<file path="config.mk">
export PLATFORM = sky130hd
export DESIGN_NAME = clint
export DESIGN_NICKNAME = d
export VERILOG_FILES = /design/src/common/soc_pkg.sv /design/src/clint/clint.sv
export SDC_FILE = /design/constraint.sdc
export NUM_CORES = 1
export LEC_CHECK = 0
export BUFFER_PORTS_ARGS = -buffer_cell sky130_fd_sc_hd__buf_2
export CORE_UTILIZATION = 50
export DETAILED_ROUTE_END_ITERATION = 8
export PLACE_DENSITY = 0.82
export SYNTH_ARGS = -nofsm -noshare
export SYNTH_HDL_FRONTEND = slang
export SYNTH_SLANG_ARGS = --single-unit
</file>
<file path="constraint.sdc">
create_clock -name clock -period 8 [get_ports clock]
set_clock_uncertainty 0.2 [all_clocks]
set_input_delay 0.4 -clock clock [delete_from_list [all_inputs] [get_ports clock]]
set_output_delay 0.4 -clock clock [all_outputs]
set_load 0.005 [all_outputs]
</file>
<file path="src/common/soc_pkg.sv">
package soc_pkg;

  typedef logic [31:0] addr_t;
  typedef logic [31:0] word_t;
  typedef logic [3:0] strb_t;
  typedef logic [63:0] time_t;

  // Block RAM region, 4 KiB of 32-bit words
  localparam addr_t bram_base = 32'h0000_0000;
  localparam addr_t bram_top = 32'h0000_1000;
  localparam int bram_words = 1024;

  typedef logic [$clog2(bram_words)-1:0] bram_index_t;

  // CLINT region with the usual RISC-V register layout
  localparam addr_t clint_base = 32'h0200_0000;
  localparam addr_t clint_top = 32'h0200_C000;

  localparam addr_t clint_msip_off = 32'h0000;
  localparam addr_t clint_mtimecmp_lo_off = 32'h4000;
  localparam addr_t clint_mtimecmp_hi_off = 32'h4004;
  localparam addr_t clint_mtime_lo_off = 32'hBFF8;
  localparam addr_t clint_mtime_hi_off = 32'hBFFC;

  typedef enum logic [1:0] {
    grant_idle,
    grant_fetch,
    grant_data
  } grant_state_t;

endpackage
</file>
<file path="src/clint/clint.sv">
`timescale 1ns/1ps

module clint (
  input  logic clock,
  input  logic reset,
  input  logic clint_valid,
  input  soc_pkg::addr_t clint_addr,
  input  soc_pkg::word_t clint_wdata,
  input  soc_pkg::strb_t clint_wstrb,
  output soc_pkg::word_t clint_rdata,
  output logic clint_ready,
  output logic msip,
  output logic mtip,
  output soc_pkg::time_t mtime
);

  soc_pkg::time_t mtimecmp;
  soc_pkg::word_t read_value;
  logic accept;
  logic write;

  function automatic soc_pkg::word_t merge(soc_pkg::word_t old, soc_pkg::word_t data,
                                           soc_pkg::strb_t strb);
    soc_pkg::word_t result;
    result = old;
    for (int i = 0; i < 4; i++) begin
      if (strb[i]) begin
        result[8*i +: 8] = data[8*i +: 8];
      end
    end
    return result;
  endfunction

  assign accept = clint_valid && !clint_ready;
  assign write = accept && (clint_wstrb != '0);

  always_comb begin
    case (clint_addr)
      soc_pkg::clint_msip_off: read_value = {31'b0, msip};
      soc_pkg::clint_mtimecmp_lo_off: read_value = mtimecmp[31:0];
      soc_pkg::clint_mtimecmp_hi_off: read_value = mtimecmp[63:32];
      soc_pkg::clint_mtime_lo_off: read_value = mtime[31:0];
      soc_pkg::clint_mtime_hi_off: read_value = mtime[63:32];
      default: read_value = '0;
    endcase
  end

  always_ff @(posedge clock) begin
    if (accept) begin
      clint_rdata <= read_value;
    end
  end

  always_ff @(posedge clock) begin
    if (reset) begin
      mtime <= '0;
      mtimecmp <= '1;
      msip <= 1'b0;
      mtip <= 1'b0;
      clint_ready <= 1'b0;
    end else begin
      clint_ready <= accept;
      mtip <= (mtime >= mtimecmp);
      // A written half replaces the count, the other half keeps running
      mtime <= mtime + 64'd1;
      if (write) begin
        case (clint_addr)
          soc_pkg::clint_msip_off: begin
            if (clint_wstrb[0]) begin
              msip <= clint_wdata[0];
            end
          end
          soc_pkg::clint_mtimecmp_lo_off:
            mtimecmp[31:0] <= merge(mtimecmp[31:0], clint_wdata, clint_wstrb);
          soc_pkg::clint_mtimecmp_hi_off:
            mtimecmp[63:32] <= merge(mtimecmp[63:32], clint_wdata, clint_wstrb);
          soc_pkg::clint_mtime_lo_off:
            mtime[31:0] <= merge(mtime[31:0], clint_wdata, clint_wstrb);
          soc_pkg::clint_mtime_hi_off:
            mtime[63:32] <= merge(mtime[63:32], clint_wdata, clint_wstrb);
          default: begin
          end
        endcase
      end
    end
  end

  assert property (@(posedge clock) disable iff (reset) clint_ready |=> !clint_ready)
    else $error("clint: ready high in two consecutive cycles");

endmodule

</file>
==> results.md <==
* RR Endpoint: mtime[11]
* CTS sink count at 163
* Final count of negative-setup-slack endpoints at 0
* VDD IR-drop max at 0.000146 V
* TritonCTS clock tree: yes
* Design Power at 1.85 mW
* Post-CTS setup buffer count at 0
* Post-route setup slack at 4.61 ns
* Port Buf Inserts at 169
* R2r setup slk at 4.61 ns
* HP Class: primary input to register
* TNS Setup at 0 ns
* ANT cells at 0
* Filler cells at 1721
* Synth Area per Inst at 8.29 um2
* Clock Tree Buf Depth at 2
* Initial cell density of the core at 0.517
* CP Capture Type: register
* Fin area at 11800 um2
* Worst endpoint required time at 8.13 ns
* Worst slack, placed at 4.46 ns
* IO Pins at 170
* Vias per cell at 6.48
* Via count at 10541
* Nets@finish at 1485
* Row Count at 51
* CTS Buf Count at 17
* Clk slew on worst S/H paths at 0.07 ns
* Post-CTS sizing at 0
* Setup crit end: mtime[11]
* Pwr dens at 156 nW/um2
* Worst-path maximum fanout at 23
* Initial antenna violation count at 2
* Core Region at 19700 um2
* Period minus WS final at 3.39 ns
* Crit-path cells: nor3b_1, nand2_1, or4_1, nor3_2, o21ai_0, o311ai_0
* CP max stage cell: or4_1
* Yosys cell types at 76
* Fmax at 295 MHz
* Seq cells post-synth at 163
* Clk root buf: clkbuf_16
* Reg-to-reg startpoint: clint_ready
* Drt initial violations at 1268
* H-tree depth at 4
* Vias in the first global route at 9661
* Number of synthesized flops with an enable pin at 32
* RSZ-0062 raised after global routing: no
* Crit path launch type: register
* First-pass GRT wire length at 51500 um
* Fraction of layout cells with a size suffix above 1 at 0.172
* WL final at 32400 um
* Net Count, Synth at 1366
* Post-route DRC at 0
* CP max stage delay at 0.88 ns
* Die Y at 145 um
* HP Start: clint_wdata[13]
* Gpl congestion at 0.961
* Global Route Usage Sum at 0.318
* Post-DP Area at 11200 um2
* Critical path data arrival time at 3.52 ns
* Cells after Synth at 1230
* FFs w/ async S/R, synth at 0
* Largest net degree at the start of global routing at 76
* Critical path startpoint: clint_ready
* Outcome: finished clean
* Critical path type: register to register
* Seq/Total Area, Yosys at 0.351
* Hold Vio Cnt, Final at 0
* Clk_lat worst skew at 0.44 ns
* Relative max-transition margin at 0.297
* Antenna-violating nets left at 0
* Post-Syn Area at 10200 um2
* Leak at 5.69 nW
* Die area at 21000 um2
* Per-cell routed wire length at 19.9 um
* Grt ovf at 0
* Area grow syn2layout at 15.9%
* Pins Over Slew Limit at 0
* Hold Buf Count CTS at 0
* Die Span X at 145 um
* Worst Tran Pin Value at 1.04 ns
* Top_reg_cell synth: dfxtp_1
* YS warnings at 0
* FF-to-FF path depth at 6
* Pre-antenna DRT Iters at 7
* Period utilisation layout at 0.423
* Worst hold margin at 0.0461 ns
* Max-cap violations at 0
* Detail Placement HPWL at 23400 um
[how the worst min path moves through the flow]
| stage | to | slack, ns | cells after the start |
|---|---|---|---|
| 2_1_floorplan | mtimecmp[33] | 0.26 | 2 |
| 4_1_cts | mtime[13] | 0.04 | 3 |
| 3_5_place_dp | mtimecmp[40] | 0.28 | 2 |
| 5_1_grt | mtime[48] | 0.05 | 3 |
| 3_3_place_gp | mtimecmp[51] | 0.27 | 2 |
| 6_report | mtime[13] | 0.05 | 3 |
[state kept, by name, indices dropped and copies added, names as in the netlist]
register,flops
clint_rdata,32
clint_ready,1
msip,1
mtime,64
mtimecmp,64
mtip,1
[critical path: cells and delay by family, from the launching register on]
kind	cells	cell delay, ns
AND/OR/NAND/NOR	4	2.39
flip-flops	1	0.36
AO/OA/AOI/OAI	2	0.33
[cells in the mapped netlist (all sizes together) (3+ instances only)]
cell type,number,area share
o211ai,33,0.024
and3,17,0.010
xnor2,3,0.0026
mux2i,76,0.075
inv,82,0.030
a211oi,7,0.0052
buf,14,0.0060
nor3b,8,0.0059
o311ai,4,0.0034
nand3,106,0.052
nand4,50,0.031
a221oi,4,0.0040
a22oi,5,0.0037
a21oi,61,0.030
nand2,135,0.050
and2,12,0.0075
and4,11,0.0094
edfxtp,32,0.094
a221o,5,0.0049
a2111oi,5,0.0061
or3,9,0.0055
a21o,12,0.0088
o31ai,6,0.0044
ha,65,0.080
nor4,30,0.023
o21a,4,0.0029
or4,10,0.0081
a31oi,19,0.012
nand2b,3,0.0018
nor3,38,0.020
o22ai,33,0.020
nor2,47,0.018
dfxtp,131,0.26
clkbuf,65,0.024
nand3b,6,0.0044
o21ai,42,0.021
[metal layers]
| metal | track usage | wire length (um) |
|---|---|---|
| met2 | 0.509 | 14800 |
| met1 | 0.420 | 13100 |
| met5 | 0 | 9 |
| met4 | 0.134 | 986 |
| met3 | 0.0576 | 3440 |
[final cells by class]
cell class	instances	area [um2]	area share
inverters	82	308	0.0260
well taps	265	332	0.0280
clock buffers	23	532	0.0450
flip-flops and latches	163	3580	0.303
clock inverters	9	111	0.00942
multi-input cells	906	6030	0.510
repair buffers	179	923	0.0781
[power breakdown]
part	switching [mW]	internal [mW]	leakage, nW
sequential	0.00490	0.845	1.38
combinational	0.0721	0.0367	3.99
clock	0.352	0.535	0.316
[metrics by stage]
| stage | std cells | utilization |
|---|---|---|
| after floorplan | 1230 | - |
| after global placement | 1595 | 0.567 |
| after detailed placement | 1595 | 0.567 |
| after CTS | 1627 | 0.600 |
| after global routing | 1627 | 0.600 |
| final | 1627 | 0.600 |
[cell usage in the layout, fill, tap and decap left out, types with 12 or more instances in the layout]
cell type,netlist,final
o22ai_1,33,33
nor2_1,46,46
a31oi_1,19,19
edfxtp_1,32,32
o211ai_1,33,33
and3_1,17,17
dfxtp_1,131,131
nand4_1,50,50
mux2i_1,76,76
o21ai_0,42,42
nor3_1,36,36
ha_1,65,65
nor4_1,26,25
buf_2,7,168
a21oi_1,61,61
a21o_1,12,12
clkbuf_16,0,20
nand3_1,106,106
inv_1,82,81
nand2_1,135,135
[cells by family after synthesis]
| logic type | share of synthesized area |
|---|---|
| AND/OR/NAND/NOR | 0.255 |
| AO/OA/AOI/OAI | 0.174 |
| flip-flops | 0.351 |
| buffers and inverters | 0.0602 |
| multiplexers | 0.0757 |
| adder cells (fa/ha/maj) | 0.0797 |
| XOR/XNOR | 0.00429 |
Note: power is estimated with default switching activity, not from simulation.
