### src/common/soc_pkg.sv
package soc_pkg;

  typedef logic [31:0] addr_t;
  typedef logic [31:0] word_t;
  typedef logic [3:0] strb_t;
  typedef logic [63:0] time_t;

  // Block RAM region, 4 KiB of 32-bit words
  localparam addr_t bram_base = 32'h0000_0000;
  localparam addr_t bram_top = 32'h0000_1000;
  localparam int bram_words = 1024;

  typedef logic [$clog2(bram_words)-1:0] bram_index_t;

  // CLINT region with the usual RISC-V register layout
  localparam addr_t clint_base = 32'h0200_0000;
  localparam addr_t clint_top = 32'h0200_C000;

  localparam addr_t clint_msip_off = 32'h0000;
  localparam addr_t clint_mtimecmp_lo_off = 32'h4000;
  localparam addr_t clint_mtimecmp_hi_off = 32'h4004;
  localparam addr_t clint_mtime_lo_off = 32'hBFF8;
  localparam addr_t clint_mtime_hi_off = 32'hBFFC;

  typedef enum logic [1:0] {
    grant_idle,
    grant_fetch,
    grant_data
  } grant_state_t;

endpackage
### src/design/bus_arbiter.sv
`timescale 1ns/1ps

module bus_arbiter (
  input  logic clock,
  input  logic reset,
  input  logic fetch_valid,
  input  soc_pkg::addr_t fetch_addr,
  output soc_pkg::word_t fetch_rdata,
  output logic fetch_error,
  output logic fetch_ready,
  input  logic data_valid,
  input  soc_pkg::addr_t data_addr,
  input  soc_pkg::word_t data_wdata,
  input  soc_pkg::strb_t data_wstrb,
  output soc_pkg::word_t data_rdata,
  output logic data_error,
  output logic data_ready,
  output logic bus_valid,
  output logic bus_instr,
  output soc_pkg::addr_t bus_addr,
  output soc_pkg::word_t bus_wdata,
  output soc_pkg::strb_t bus_wstrb,
  input  soc_pkg::word_t bus_rdata,
  input  logic bus_error,
  input  logic bus_ready
);

  soc_pkg::grant_state_t state;
  soc_pkg::grant_state_t grant;
  logic last_data;

  // While idle the grant is decided combinationally so a lone request costs no cycle
  always_comb begin
    grant = state;
    if (state == soc_pkg::grant_idle) begin
      if (fetch_valid && (!data_valid || last_data)) begin
        grant = soc_pkg::grant_fetch;
      end else if (data_valid) begin
        grant = soc_pkg::grant_data;
      end
    end
  end

  always_ff @(posedge clock) begin
    if (reset) begin
      state <= soc_pkg::grant_idle;
      last_data <= 1'b1;
    end else if (bus_ready) begin
      state <= soc_pkg::grant_idle;
      last_data <= (grant == soc_pkg::grant_data);
    end else begin
      state <= grant;
    end
  end

  always_comb begin
    bus_valid = 1'b0;
    bus_instr = 1'b0;
    bus_addr = '0;
    bus_wdata = '0;
    bus_wstrb = '0;
    case (grant)
      soc_pkg::grant_fetch: begin
        bus_valid = fetch_valid;
        bus_instr = 1'b1;
        bus_addr = fetch_addr;
      end
      soc_pkg::grant_data: begin
        bus_valid = data_valid;
        bus_addr = data_addr;
        bus_wdata = data_wdata;
        bus_wstrb = data_wstrb;
      end
      default: begin
      end
    endcase
  end

  assign fetch_ready = bus_ready && (grant == soc_pkg::grant_fetch);
  assign fetch_error = bus_error && (grant == soc_pkg::grant_fetch);
  assign fetch_rdata = (grant == soc_pkg::grant_fetch) ? bus_rdata : '0;
  assign data_ready = bus_ready && (grant == soc_pkg::grant_data);
  assign data_error = bus_error && (grant == soc_pkg::grant_data);
  assign data_rdata = (grant == soc_pkg::grant_data) ? bus_rdata : '0;

  // A target answer must only ever reach one requester
  assert property (@(posedge clock) disable iff (reset) !(fetch_ready && data_ready))
    else $error("bus_arbiter: fetch_ready and data_ready high together");

endmodule

### config.mk
export PLATFORM = sky130hd
export DESIGN_NAME = bus_arbiter
export DESIGN_NICKNAME = d
export VERILOG_FILES = /design/src/common/soc_pkg.sv /design/src/design/bus_arbiter.sv
export SDC_FILE = /design/constraint.sdc
export NUM_CORES = 1
export LEC_CHECK = 0
export ABC_AREA = 0
export BUFFER_PORTS_ARGS = -buffer_cell sky130_fd_sc_hd__buf_4
export CAP_MARGIN = 20
export CORE_AREA = 8 8 101 103
export DETAILED_ROUTE_END_ITERATION = 12
export DIE_AREA = 0 0 109 111
export PLACE_DENSITY = 0.62
export SETUP_SLACK_MARGIN = 0.3
export SYNTH_ARGS = -nofsm -noshare
export SYNTH_HDL_FRONTEND = slang
export SYNTH_SLANG_ARGS = --single-unit
### constraint.sdc
create_clock -name clock -period 4.65 [get_ports clock]
set_input_delay 0 -clock clock [delete_from_list [all_inputs] [get_ports clock]]
set_output_delay 0 -clock clock [all_outputs]
set_load 0.02 [all_outputs]
==> metrics.txt, run 1 <==
Setup Viol. Count Final 0; Clock Tree Buf Depth 2; Critical Path End Type output port; clock slew at reported path FFs 0.03 ns; critical path's top delay family buffers and inverters; Ant. Diodes 0; Worst EP arrival 2.16 ns; Port-buffer cells 275; maximum clock frequency 463 MHz; I/O Pins 276; CTS resizes 0; CTS tree built; first-pass GRT wire length 14200 um; sequential area share after synthesis 3.86%; Clock Sinks 3; area grow syn2layout 137%; CTS buffer count 3; Cell Pwr Density 174 nW/um^2; clk root buf clkbuf_8; cell count after synthesis 210; Crit-path slowest cell buf_4; Worst Tran Pin Value 0.755 ns; setup_tns 0 ns; status finished clean; largest family of logic cells by synthesized area simple AND/OR/NAND/NOR gates; pin count of the biggest net entering global routing 72; ANT nets after route 0; number of synthesized register bits 3; H-tree lvl count 1; std cell rows 34; Residual DRC 0; GPL Wtd Cong 0.749; FILL cells 879; crit-path most repeated cell buf_4; mux contribution to synthesized area 0%; EDFF count, synth 0; slew margin rel. 49.7%; Final Slew Violations 0; Hold Path Depth 3; Post-Syn Area 1560 sq um; total power 640 uW; Fin. Hold Viols 0; WP data required 4.65 ns; top_reg_cell synth dfxtp_1; post-synth net total 351; aggregate global-route resource usage 14.6%; Worst Path Max Fanout 68; vias in the first global route 2456; Ys Warns 0; DP Wirelength 8470 um; via count 2390; P_leak 0.00195 uW; Iter 0 DRT Violations 80; Critical Path Source Type flip-flop; Max-Cap Viols 0; Avg WL per Cell 17.1 um; Post-CTS Setup Bufs 0; initial antenna violation count 0; RSZ-0062 raised after global routing false; Peak VDD IR 0.165 mV; Simple-Gate Fraction of Synth Area 55.7%; Synth Area in Adders 2.41%; Setup Crit Path Kind reg -> out; DR vias/cell 4.11; DIE WIDTH 109 um; layout cells sized above 1 70.7%; post-route clock period utilization 46.4%; Die Ht 111 um; nets 616; most frequent cells in the layout buf_4 (279), and2_1 (104), a22oi_2 (26), nor2_2 (26); final clock skew 0.00184 ns; syn avg cell area 7.41 sq um; die area 12100 sq um; ys async rst share 0%; gr ovfl total 0; R2R depth 6; final instance area 3680 sq um; type of the most critical hold path in -> reg; synth unique cells 20; CP peak stage delay 0.59 ns; DRT Pass-1 Iters 3; core area 8550 sq um; Placed Area 3610 sq um; Worst path depth 7; Initial Util 18.2%; Clock Latency Late Sink 0.22 ns; Synth Area in Compound Gates 25.7%; crit path cell chain nand2_1 > a31oi_1 > ha_2 > buf_4 > a22oi_1 > nor2_1 > buf_4; final WL 9930 um; commonest non-fill, non-tap cell in the layout buf_4; worst path bufs/invs 2; minimum clock period 2.16 ns; post-synthesis xor/xnor area fraction 0%
## routing by layer
metal / wire length, um / GRT usage (%)
met1: 3210 / 13.3
met2: 5480 / 29.8
met3: 1090 / 4.24
met4: 150 / 3.29
met5: 0 / 0
## power by group
group / switching, uW / internal [uW]
Combinational: 286 / 249
Clock: 17.7 / 58.5
Sequential: 0.840 / 27.6
## logic make-up after synthesis
group	after synthesis
AO/OA/AOI/OAI	36
adder cells (fa/ha/maj)	3
buffers and inverters	26
flip-flops	3
AND/OR/NAND/NOR	142
## area by class of cell
type | instances | area [sq um] | area share [%]
multi-input combinational | 181 | 1310 | 35.4
sequential | 3 | 60.1 | 1.63
tap | 108 | 135 | 3.67
clock buffer | 4 | 45.0 | 1.22
timing repair buffer | 282 | 2120 | 57.7
inverter | 4 | 15.0 | 0.407
## worst paths after layout
check,from,endpoint,slack (ns)
setup reg to reg,last_data,last_data,3.00
hold reg to reg,state[0],state[0],0.57
setup / recovery,last_data,bus_addr[27],2.49
hold / removal,fetch_valid,state[0],0.21
## through the flow
step,hold WS [ns],cells,worst slack (ns),util (%)
floorplan,0.0768,210,3.01,-
global placement,0.193,575,2.77,42.2
detailed placement,0.195,575,2.74,42.2
CTS,0.216,582,2.49,43.1
global route,0.233,582,2.25,43.1
finish,0.211,582,2.49,43.1
## sequential cells by signal, indices dropped and copies added (netlist names)
name,count
state,2
last_data,1
## timing repair
item,4_1_cts,5_1_grt
setup endpoints to repair,0,0
hold endpoints to repair,3,0
hold buffers,3,0
## cell usage after synthesis (2+ instances only)
cell / number / share of area [%]
and2_1: 104 / 42
a22oi_2: 26 / 21
nor2_2: 26 / 10
clkbuf_2: 8 / 2.6
a22oi_1: 7 / 3.4
nor2_1: 7 / 1.7
buf_2: 6 / 1.9
buf_6: 4 / 2.9
inv_1: 4 / 0.97
dfxtp_1: 3 / 3.9
ha_1: 3 / 2.4
a31oi_1: 2 / 0.80
buf_12: 2 / 2.6
nor3_1: 2 / 0.64
## worst register-to-register path: cells and delay by family, from the launching register on
kind / cells / cell delay [ns]
flops: 1 / 0.33
buf+inv: 2 / 0.38
fa+ha+maj: 1 / 0.19
compound gates: 2 / 0.60
simple gates: 1 / 0.05
(Power assumes the default switching activity.)
==> run 2: changes to the inputs <==
--- a/config.mk
+++ b/config.mk
@@ -5,13 +5,13 @@
 export SDC_FILE = /design/constraint.sdc
 export NUM_CORES = 1
 export LEC_CHECK = 0
-export ABC_AREA = 0
+export ABC_AREA = 1
 export BUFFER_PORTS_ARGS = -buffer_cell sky130_fd_sc_hd__buf_4
 export CAP_MARGIN = 20
 export CORE_AREA = 8 8 101 103
 export DETAILED_ROUTE_END_ITERATION = 12
 export DIE_AREA = 0 0 109 111
-export PLACE_DENSITY = 0.62
+export PLACE_DENSITY = 0.63
 export SETUP_SLACK_MARGIN = 0.3
 export SYNTH_ARGS = -nofsm -noshare
 export SYNTH_HDL_FRONTEND = slang
==> constraint.sdc (replaced) <==
create_clock -name clock -period 1.79 [get_ports clock]
set_input_delay 0 -clock clock [delete_from_list [all_inputs] [get_ports clock]]
set_output_delay 0 -clock clock [all_outputs]
set_load 0.02 [all_outputs]
==> metrics.txt, run 2 <==
status complete, but fails checks; failing checks hold timing; CTS tree built; number of synthesized register bits 3; Worst Tran Pin Value 0.180 ns; Synth Area in Compound Gates 12.0%; minimum clock period 1.68 ns; Yosys top cell area share 44.1%; via count 3321; ANT nets after route 0; Ys Warns 0; GPL Wtd Cong 0.883; cell with the most instances after synthesis nand2_1; commonest non-fill, non-tap cell in the layout buf_4; RSZ-0062 raised after global routing true; aggregate global-route resource usage 17.4%; H-tree lvl count 1; Residual DRC 0; Peak VDD IR 0.296 mV; type of the most critical hold path in -> reg; max FFs per register 2; syn avg cell area 4.23 sq um; std cell rows 34; Setup Crit Path Kind reg -> out; Initial Util 17.5%; post-synth top area cell nand2_1; Cell Pwr Density 429 nW/um^2; Commonest cells post-synth nand2_1 (176), inv_1 (110), a21oi_1 (35), buf_2 (15), buf_4 (7); core area 8550 sq um; Die Ht 111 um; Ant. Diodes 0; ys async rst share 0%; Critical Path End Type output port; pin count of the biggest net entering global routing 42; CTS buffer count 3; clk root buf clkbuf_8; GRT met1 Usage 18.0%; clock slew at reported path FFs 0.03 ns; GR Layer Usage met3 5.00%; Final Slew Violations 0; largest family of logic cells by synthesized area simple AND/OR/NAND/NOR gates; area grow syn2layout 269%; Placed Area 3700 sq um; Clock Latency Late Sink 0.21 ns; first-pass GRT wire length 16700 um; Iter 0 DRT Violations 147; synth unique cells 11; setup_tns 0 ns; final instance area 5520 sq um; Setup Viol. Count Final 0; DRT Pass-1 Iters 4; DP Wirelength 8660 um; DR vias/cell 4.30; mux contribution to synthesized area 0%; cell count after synthesis 354; Critical Path Source Type flip-flop; Worst EP arrival 1.68 ns; P_leak 0.00352 uW; Max-Cap Viols 0; vias in the first global route 3047; Post-Syn Area 1500 sq um; die area 12100 sq um; post-synthesis xor/xnor area fraction 0%; final clock skew 0.00116 ns; Synth area leaders nand2_1 (44%), inv_1 (28%), a21oi_1 (12%); I/O Pins 276; top_reg_cell synth dfxtp_1; Clock Tree Buf Depth 2; slew margin rel. 88.0%; global routing usage on met2 33.8%; Worst Path Max Fanout 6; nets 806; Synth Area in Adders 2.51%; Port-buffer cells 275; DIE WIDTH 109 um; most frequent cells in the layout buf_4 (195), buf_6 (101), nand2_1 (98), inv_1 (56), inv_2 (52); EDFF count, synth 0; Final Hold Slack -0.00122 ns; largest registers state (2), last_data (1); post-synth net total 495; WP data required 1.79 ns; layout cells sized above 1 75.8%; initial antenna violation count 0; sequential area share after synthesis 4.01%; Clock Sinks 3; final WL 14000 um; post-route clock period utilization 93.6%; Biggest register state; Fin. Hold Viols 1; maximum clock frequency 597 MHz; Avg WL per Cell 18.1 um; GR peak layer met2; gr ovfl total 0; Simple-Gate Fraction of Synth Area 45.1%
## run 2: final timing paths
check / startpoint / endpoint / slack (ns) / cells after the start
worst max-delay path: state[0] / bus_addr[18] / 0.11 / 10
worst min-delay path: bus_ready / last_data / -0.001 / 2
worst max register to register: last_data / last_data / 0.23 / 12
worst min register to register: state[0] / state[0] / 0.49 / 2
## run 2: report_power, final
group          internal, uW  switching (uW)
Clock                   152            43.2
Combinational          1080            1020
Sequential             72.0            2.39
Total                  1300            1060
## run 2: metrics by stage
step | cells | setup slack (ns) | total power (uW) | utilization [%] | hold slack, ns
final | 772 | 0.114 | 2370 | 64.6 | -0.00122
after global routing | 772 | 0.0414 | 2490 | 64.6 | 0.00370
after CTS | 748 | 0.148 | 1930 | 50.7 | 0.00352
after detailed placement | 720 | 0.231 | 1380 | 43.3 | 0.201
after global placement | 720 | 0.217 | 1370 | 43.3 | 0.204
after floorplan | 354 | 0.264 | 703 | - | 0.0997
## run 2: critical path, stage by stage (launching register included)
cell	delay (ns)
dfxtp_1	0.30
inv_2	0.08
nand2_2	0.05
nand2_2	0.09
nand2_4	0.08
inv_4	0.08
ha_4	0.24
clkbuf_16	0.20
nand2_4	0.05
a21oi_2	0.16
buf_6	0.14
## run 2: cells by family (layout without fill, tap and decap cells)
group | count (synthesis) | count (layout)
AND/OR/NAND/NOR | 179 | 179
flip-flops | 3 | 3
AO/OA/AOI/OAI | 36 | 36
adder cells (fa/ha/maj) | 3 | 3
buffers and inverters | 133 | 443
## run 2: final cells by class
type	count	area (sq um)
repair buffers	329	3360
fillers	690	3030
multi-input cells	218	1500
inverters	110	418
well taps	108	135
flip-flops and latches	3	62.6
clock buffers	4	45.0
## run 2: layer usage
| metal | wire length (um) | vias to the layer above |
|---|---|---|
| met2 | 7570 | 185 |
| met3 | 1360 | 22 |
| met5 | 0 | - |
| met4 | 262 | 0 |
| li1 | - | 1601 |
| met1 | 4780 | 1513 |
## run 2: what timing repair did
action | CTS | global route
resized for setup | 59 | 269
buffers inserted | 14 | 11
hold endpoints to repair | 1 | 0
gates cloned | 9 | 13
setup endpoints to repair | 138 | 139
hold buffers | 1 | 0
pin swaps | 5 | 29
