## config.mk

```make
export PLATFORM = sky130hd
export DESIGN_NAME = address_decoder
export DESIGN_NICKNAME = d
export VERILOG_FILES = /design/src/common/soc_pkg.sv /design/src/design/address_decoder.sv
export SDC_FILE = /design/constraint.sdc
export NUM_CORES = 1
export LEC_CHECK = 0
export BUFFER_PORTS_ARGS = -buffer_cell sky130_fd_sc_hd__buf_2
export CAP_MARGIN = 20
export CORE_AREA = 2 2 120 122
export DETAILED_ROUTE_END_ITERATION = 6
export DIE_AREA = 0 0 122 124
export PLACE_DENSITY = 0.44
export SYNTH_ARGS = -nofsm -noshare
export SYNTH_HDL_FRONTEND = slang
export SYNTH_SLANG_ARGS = --single-unit
```

## constraint.sdc

```tcl
create_clock -name clock -period 2 [get_ports clock]
set_input_delay 0.2 -clock clock [delete_from_list [all_inputs] [get_ports clock]]
set_output_delay 0.2 -clock clock [all_outputs]
set_load 0.005 [all_outputs]
```

## src/common/soc_pkg.sv

```systemverilog
package soc_pkg;

  typedef logic [31:0] addr_t;
  typedef logic [31:0] word_t;
  typedef logic [3:0] strb_t;
  typedef logic [63:0] time_t;

  // Block RAM region, 4 KiB of 32-bit words
  localparam addr_t bram_base = 32'h0000_0000;
  localparam addr_t bram_top = 32'h0000_1000;
  localparam int bram_words = 1024;

  typedef logic [$clog2(bram_words)-1:0] bram_index_t;

  // CLINT region with the usual RISC-V register layout
  localparam addr_t clint_base = 32'h0200_0000;
  localparam addr_t clint_top = 32'h0200_C000;

  localparam addr_t clint_msip_off = 32'h0000;
  localparam addr_t clint_mtimecmp_lo_off = 32'h4000;
  localparam addr_t clint_mtimecmp_hi_off = 32'h4004;
  localparam addr_t clint_mtime_lo_off = 32'hBFF8;
  localparam addr_t clint_mtime_hi_off = 32'hBFFC;

  typedef enum logic [1:0] {
    grant_idle,
    grant_fetch,
    grant_data
  } grant_state_t;

endpackage
```

## src/design/address_decoder.sv

```systemverilog
`timescale 1ns/1ps

module address_decoder (
  input  logic clock,
  input  logic reset,
  input  logic bus_valid,
  input  logic bus_instr,
  input  soc_pkg::addr_t bus_addr,
  input  soc_pkg::word_t bus_wdata,
  input  soc_pkg::strb_t bus_wstrb,
  output soc_pkg::word_t bus_rdata,
  output logic bus_error,
  output logic bus_ready,
  output logic bram_valid,
  output soc_pkg::addr_t bram_addr,
  output soc_pkg::word_t bram_wdata,
  output soc_pkg::strb_t bram_wstrb,
  input  soc_pkg::word_t bram_rdata,
  input  logic bram_ready,
  output logic clint_valid,
  output soc_pkg::addr_t clint_addr,
  output soc_pkg::word_t clint_wdata,
  output soc_pkg::strb_t clint_wstrb,
  input  soc_pkg::word_t clint_rdata,
  input  logic clint_ready
);

  logic err_req;
  logic err_ready;
  soc_pkg::addr_t base;

  always_comb begin
    bram_valid = 1'b0;
    clint_valid = 1'b0;
    err_req = 1'b0;
    base = '0;
    if (bus_valid) begin
      if (bus_addr >= soc_pkg::bram_base && bus_addr < soc_pkg::bram_top) begin
        bram_valid = 1'b1;
        base = soc_pkg::bram_base;
      end else if (!bus_instr && bus_addr >= soc_pkg::clint_base &&
                   bus_addr < soc_pkg::clint_top) begin
        clint_valid = 1'b1;
        base = soc_pkg::clint_base;
      end else begin
        // Unmapped, or an instruction fetch outside the RAM
        err_req = 1'b1;
      end
    end
    bram_addr = bus_addr - base;
    clint_addr = bus_addr - base;
  end

  assign bram_wdata = bus_wdata;
  assign bram_wstrb = bus_wstrb;
  assign clint_wdata = bus_wdata;
  assign clint_wstrb = bus_wstrb;

  // Error responder behaves like any other target and answers one cycle later
  always_ff @(posedge clock) begin
    if (reset) begin
      err_ready <= 1'b0;
    end else begin
      err_ready <= err_req && !err_ready;
    end
  end

  always_comb begin
    bus_rdata = '0;
    bus_error = 1'b0;
    bus_ready = 1'b0;
    if (bram_ready) begin
      bus_rdata = bram_rdata;
      bus_ready = 1'b1;
    end else if (clint_ready) begin
      bus_rdata = clint_rdata;
      bus_ready = 1'b1;
    end else if (err_ready) begin
      bus_error = 1'b1;
      bus_ready = 1'b1;
    end
  end

  assert property (@(posedge clock) disable iff (reset)
    $onehot0({bram_valid, clint_valid, err_req}))
    else $error("address_decoder: more than one target selected");

endmodule

```

==> summary.txt, run 1 <==
Floorplanning
  • Die ar.: 0.01513 sq mm
  • Width of the die: 122 microns
  • Initial core utilization: between 10% and 20%
  • Num rows: 43
  • Core area: between 0.01 and 0.015 sq mm
  • I/O pins: just over 300
  • Die height: 124 microns

Logic synthesis
  • Mapped Area: 0.001541 sq mm
  • Distinct cells, synth: 21
  • Largest cells by area after synthesis: buf_4, a22o_1, ha_1
  • EDFF count, synth: 0
  • Number of synthesis warnings: 0
  • Post-synthesis net count: 347
  • Register area share after synthesis: 1.299%
  • FF+latch count, synth: 1
  • Avg Cell Area, Syn: 7.483 sq um
  • Synthesized instance count: 206
  • Post-synth top cells: buf_4, a22o_1, nand2_1
  • Asr flop ratio synth: 0%
  • Predominant post-synthesis flop cell: dfxtp_1
  • Top-area cell type share of the netlist area: 62.82%
  • Area leader, netlist: buf_4
  • Most frequent cell after synthesis: buf_4

Worst setup path
  • Critical path type: in -> out
  • Critical path fanouts, max: 3
  • Worst setup EP type: primary output
  • Setup crit start kind: input pin
  • CP required: 1.80 ns
  • Worst EP arrival: 1.87 ns

GRT
  • Vias in the first global route: roughly 1300
  • Total GRT Usage: 5.196%
  • Largest net degree at the start of global routing: 32
  • Initial antenna violation count: 0
  • Global route overflow: 0
  • First-pass GRT wire length: 6306 microns

STA
  • Measured slew at the worst slew-check pin: approximately 0.31 ns
  • RSZ-0062 raised after global routing: true
  • Total negative slack: -0.1999 ns
  • Final setup slack of the worst path: -0.06904 ns
  • Clock Skews: 0 ns
  • # setup viols final: 4
  • Final Hold Viols: 0
  • Ratio of final minimum period to clock period: 103.5%
  • Max transition margin: 79.07%
  • Max Clock Freq: 0.4833 GHz
  • Tmin final: between 2 and 2.5 ns
  • Fin. max-slew vios: 0

Placed design
  • HPWL Detailed: 4468 microns
  • Placer Congestion: 0.6913
  • I/O Buffers: 165

Routing
  • Vias per cell: 3.361
  • Initial DRC count: 48
  • WL final: 5163 microns
  • DRC: 0
  • Vias: around 1500
  • Routed WL per cell: 11.95 microns
  • Post-DRT Antenna Nets: 0
  • 1st-pass router iterations: 4

Final layout
  • Synth-to-Final Area Change: 20.78%
  • Share of layout cells above drive strength 1: roughly four fifths
  • Max reg flops: 1
  • Register area: 20.02 sq um
  • Largest registers: err_ready x1
  • Largest Register: err_ready
  • Fin util: 13.57%
  • Ant diodes: 0
  • Multi-input logic area: 631.9 sq um
  • Fill count: 1578
  • Layout Nets: 395

Status
  • Failing checks: setup timing
  • Status: finished with violations

Power and ir drop
  • Static Leakage: 1.047 nW
  • Worst vdd ir: slightly above 0.00004 V
  • PwrDens: 187.9 mW/mm^2

Run
  • Max-cap violations: 0

Hold path
  • Min-delay worst type: in -> out

CTS
  • Clock Latency Late Sink: 0 ns
-- through the flow --
stage	std cells	total power, mW	cell area, sq um	setup slack, ns	hold slack, ns
2_1_floorplan	206	0.3226	1541	0.06584	0.3161
3_3_place_gp	430	0.3369	1708	-0.1079	0.4001
3_5_place_dp	430	0.3365	1708	-0.2174	0.4001
4_1_cts	430	0.3495	1800	-0.08301	0.4001
5_1_grt	432	0.3816	1862	-0.1517	0.4000
6_report	432	0.3499	1862	-0.06904	0.4000
-- path summary, 6_finish.rpt --
check                  endpoint         start  depth (start not counted)  slack, ns
hold reg to reg       err_ready     err_ready                          3       0.54
hold / removal     bram_addr[1]   bus_addr[1]                          0       0.40
setup / recovery  bram_addr[28]  bus_addr[30]                         10      -0.07
setup reg to reg      err_ready     err_ready                          3       1.35
-- critical path: stages --
cell and delay (ns):
buf_6 0.10, nor4_4 0.30, and4_1 0.26, and4_4 0.27, ha_4 0.15, nand2b_4 0.06, buf_4 0.14, nor2_4 0.07
xor2_1 0.17, buf_2 0.15
-- power by group --
| group | leakage [nW] | internal, mW | switching [mW] |
|---|---|---|---|
| clock network | 0 | 0 | 0 |
| logic | 1.04 | 0.188 | 0.139 |
| registers | 0.00830 | 0.0215 | 0.000943 |
-- routing by layer --
metal / vias to the layer above / wire [microns] / GRT usage, %
met5: - / 0 / 0
met4: 0 / 91 / 1.006
met3: 11 / 842 / 2.747
met2: 154 / 2637 / 10.34
met1: 629 / 1592 / 4.635
li1: 658 / - / -
-- placed cells by master, fill, tap and decap left out --
| cell | synthesis | routed |
|---|---|---|
| a21oi_1 | 1 | 1 |
| a22o_1 | 32 | 32 |
| and4_1 | 3 | 2 |
| and4_4 | 0 | 1 |
| buf_2 | 4 | 163 |
| buf_4 | 129 | 17 |
| buf_6 | 0 | 1 |
| buf_8 | 0 | 1 |
| dfxtp_1 | 1 | 1 |
| ha_4 | 0 | 3 |
| inv_1 | 4 | 4 |
| nand2_1 | 6 | 4 |
| nand2_4 | 0 | 2 |
| nand2b_4 | 0 | 1 |
| nor2_1 | 3 | 2 |
| nor2_4 | 0 | 1 |
| nor2b_1 | 2 | 1 |
| nor2b_2 | 0 | 1 |
| nor3_1 | 1 | 1 |
| nor3b_1 | 1 | 1 |
| nor4_1 | 4 | 2 |
| nor4_2 | 1 | 1 |
| nor4_4 | 0 | 2 |
| o21ai_0 | 1 | 1 |
| or3_1 | 1 | 1 |
| xnor2_2 | 0 | 2 |
| xor2_1 | 3 | 2 |
| xor2_2 | 0 | 1 |
-- logic make-up (layout without fill, tap and decap cells) --
kind of cell | count (synthesis) | in the layout | share of synthesized area [%]
AO/OA/AOI/OAI | 34 | 34 | 18.83
buffers and inverters | 140 | 186 | 65.83
XOR/XNOR | 5 | 5 | 2.841
adder cells (fa/ha/maj) | 3 | 3 | 2.435
AND/OR/NAND/NOR | 23 | 23 | 8.766
flip-flops | 1 | 1 | 1.299
-- final cells by class --
cell class | count | share of cell area, %
sequential | 1 | 1.075
inverter | 4 | 0.8064
tap | 180 | 12.10
timing repair buffer | 182 | 52.08
multi-input combinational | 65 | 33.94
-- repair_timing --
item                       in CTS  in global routing
setup endpoints to repair      10                 10
hold buffers                    0                  0
buffers inserted                0                  2
pin swaps                       5                  8
hold endpoints to repair        0                  0
resized for setup              17                  9
cloned                          0                  0
Note: power is estimated with default switching activity, not from simulation.
==> inputs of run 2 (changes only) <==
- CTS_BUF_LIST: unset -> sky130_fd_sc_hd__clkbuf_16
- CTS_CLUSTER_DIAMETER: unset -> 200
- SETUP_SLACK_MARGIN: unset -> 0.3
==> run 2 against run 1 <==
  * The flow now finishes without violations
  * Sequential share of layout area hardly changed
  * Global-route usage is 1.1 points higher
  * Routed wire length is 13% higher
  * Critical path depth is 1 lower
  * First-iteration DRC count is 69% lower
  * Hold slack hardly changed
  * Combinational power hardly changed
  * Power is 0.21% higher
  * Critical endpoint is now clint_addr[28]
  * Largest cell class unchanged
==> summary.txt, run 2 (synthesized netlist as in run 1, its figures left out) <==
Status
  • Status: complete, no violations (was finished with violations)

Routing
  • Routed WL per cell: 13.43 microns (was 11.95 microns)
  • DRC: 0 (unchanged)
  • Vias per cell: 3.429 (was 3.361)
  • 1st-pass router iterations: 4 (unchanged)
  • WL final: 5828 microns (was 5163 microns)
  • Initial DRC count: 15 (was 48)
  • Vias: 1488 (was 1452)
  • Post-DRT Antenna Nets: 0 (unchanged)

GRT
  • First-pass GRT wire length: 7245 microns (was 6306 microns)
  • Total GRT Usage: 6.306% (was 5.196%)
  • Vias in the first global route: 1356 (was 1276)
  • Largest net degree at the start of global routing: 25 (was 32)
  • Global route overflow: 0 (unchanged)
  • GR Util met1: 4.749% (was 4.635%)
  • Global Route met2 Usage: 13.83% (was 10.34%)
  • Grt peak-use layer: met2 (unchanged)
  • Met3 GRT Util: 3.846% (was 2.747%)
  • Initial antenna violation count: 2 (was 0)

Worst setup path
  • Crit path capture: clint_addr[28] (was bram_addr[28])
  • Setup crit start: bus_addr[30] (unchanged)
  • FF-to-FF Start: err_ready (unchanged)
  • Critical path type: in -> out (unchanged)
  • FF-to-FF setup slack: 1.32 ns (was 1.35 ns)
  • Worst setup EP type: primary output (unchanged)
  • Setup crit start kind: input pin (unchanged)
  • Worst EP arrival: 1.77 ns (was 1.87 ns)
  • Reg2reg path depth: 3 (unchanged)
  • Critical path fanouts, max: 3 (unchanged)
  • CP required: 1.80 ns (about the same)
  • R2R Path End: err_ready (unchanged)

Final layout
  • Most frequent cells in the layout: buf_2, a22o_1, buf_4 (unchanged)
  • Max reg flops: 1 (unchanged)
  • Largest Register: err_ready (unchanged)
  • Layout Nets: 393 (was 395)
  • Share of layout cells above drive strength 1: 79.20% (was 78.17%)
  • Largest registers: err_ready x1 (unchanged)
  • Finished Layout Cells: 434 (was 432)
  • Commonest non-fill, non-tap cell in the layout: buf_2 (unchanged)
  • Synth-to-Final Area Change: 22.40% (was 20.78%)

CTS
  • Clock Latency Late Sink: 0 ns (about the same)

Placed design
  • I/O Buffers: 165 (unchanged)
  • DP Worst Slack: -0.08294 ns (was -0.2174 ns)
  • HPWL Detailed: 5276 microns (was 4468 microns)
  • Placer Congestion: 0.6484 (was 0.6913)
  • Inst Count DP: 424 (was 430)

STA
  • Max Clock Freq: 0.5085 GHz (was 0.4833 GHz)
  • Final Hold Viols: 0 (unchanged)
  • Total negative slack: 0 ns (was -0.1999 ns)
  • Clock Skews: 0 ns (unchanged)
  • Tmin final: 1.967 ns (was 2.069 ns)
  • # setup viols final: 0 (was 4)
  • Fin. max-slew vios: 0 (unchanged)
  • Max transition margin: 76.64% (was 79.07%)
  • Final setup slack of the worst path: 0.03327 ns (was -0.06904 ns)
  • Measured slew at the worst slew-check pin: 0.3472 ns (was 0.3140 ns)
  • Ratio of final minimum period to clock period: 98.34% (was 103.5%)
  • RSZ-0062 raised after global routing: true (unchanged)

Power and ir drop
  • Overall power: 0.3506 mW (was 0.3499 mW)
  • Worst vdd ir: 0.00006941 V (was 0.00004078 V)
  • PwrDens: 185.8 mW/mm^2 (was 187.9 mW/mm^2)
  • Static Leakage: 1.048 nW (was 1.047 nW)

Floorplanning
  • Die ar.: 0.01513 sq mm (unchanged)
  • Num rows: 43 (unchanged)
  • Core area: 0.01372 sq mm (unchanged)
  • I/O pins: 310 (unchanged)
  • Die height: 124 microns (unchanged)
  • Width of the die: 122 microns (unchanged)
  • Initial core utilization: 11.24% (unchanged)

Run
  • Max-cap violations: 0 (unchanged)

Hold path
  • Min-delay worst type: in -> out (unchanged)
  • Hold depth: 0 (unchanged)
==> run 2: layout make-up <==
type | count | area [sq um]
Timing Repair Buffer | 180 | 978.4
Multi-Input combinational cell | 65 | 635.6
Antenna cell | 4 | 10.01
Inverter | 4 | 17.52
Tap cell | 180 | 225.2
Sequential cell | 1 | 20.02
Fill cell | 1592 | 11830
==> run 2: worst min-delay path by stage <==
stage                  start              to  slack, ns
6_report         bus_addr[3]   clint_addr[3]       0.40
5_1_grt        bus_wdata[25]  bram_wdata[25]       0.40
4_1_cts          bus_addr[2]    bram_addr[2]       0.40
3_5_place_dp     bus_addr[2]    bram_addr[2]       0.40
3_3_place_gp     bus_addr[2]    bram_addr[2]       0.40
2_1_floorplan      bus_valid       err_ready       0.32
==> run 2: stage by stage <==
step,area [sq um],util [%],hold WS (ns)
final,1887,13.75,0.4000
after detailed placement,1738,12.67,0.4001
after global placement,1738,12.67,0.4001
after global routing,1879,13.70,0.4000
after CTS,1813,13.21,0.4001
after floorplan,1617,-,0.3161
==> run 2: routing by layer <==
layer | vias up | routed length [microns]
li1 | 660 | -
met1 | 626 | 1530
met2 | 200 | 3151
met3 | 2 | 1136
met4 | 0 | 9
met5 | - | 0
==> run 2: what timing repair did <==
| action | in CTS | in global routing |
|---|---|---|
| endpoints found under the setup margin | 12 | 15 |
| hold buffers | 0 | 0 |
| pin swaps | 8 | 5 |
| gates resized for setup | 12 | 10 |
| buffers inserted | 3 | 3 |
==> run 2: power by group <==
part	switching, mW	internal [mW]	leakage, nW
combinational	0.142	0.186	1.04
clock	0	0.000000268	0.0000254
sequential	0.00125	0.0215	0.00830
total	0.144	0.207	1.05
==> run 2: critical path, stage by stage <==
cell,delay (ns)
buf_8,0.10
nor4_4,0.28
and4_1,0.23
and4_4,0.25
ha_4,0.14
nand2b_4,0.06
nor2_1,0.13
xor2_1,0.21
buf_2,0.15
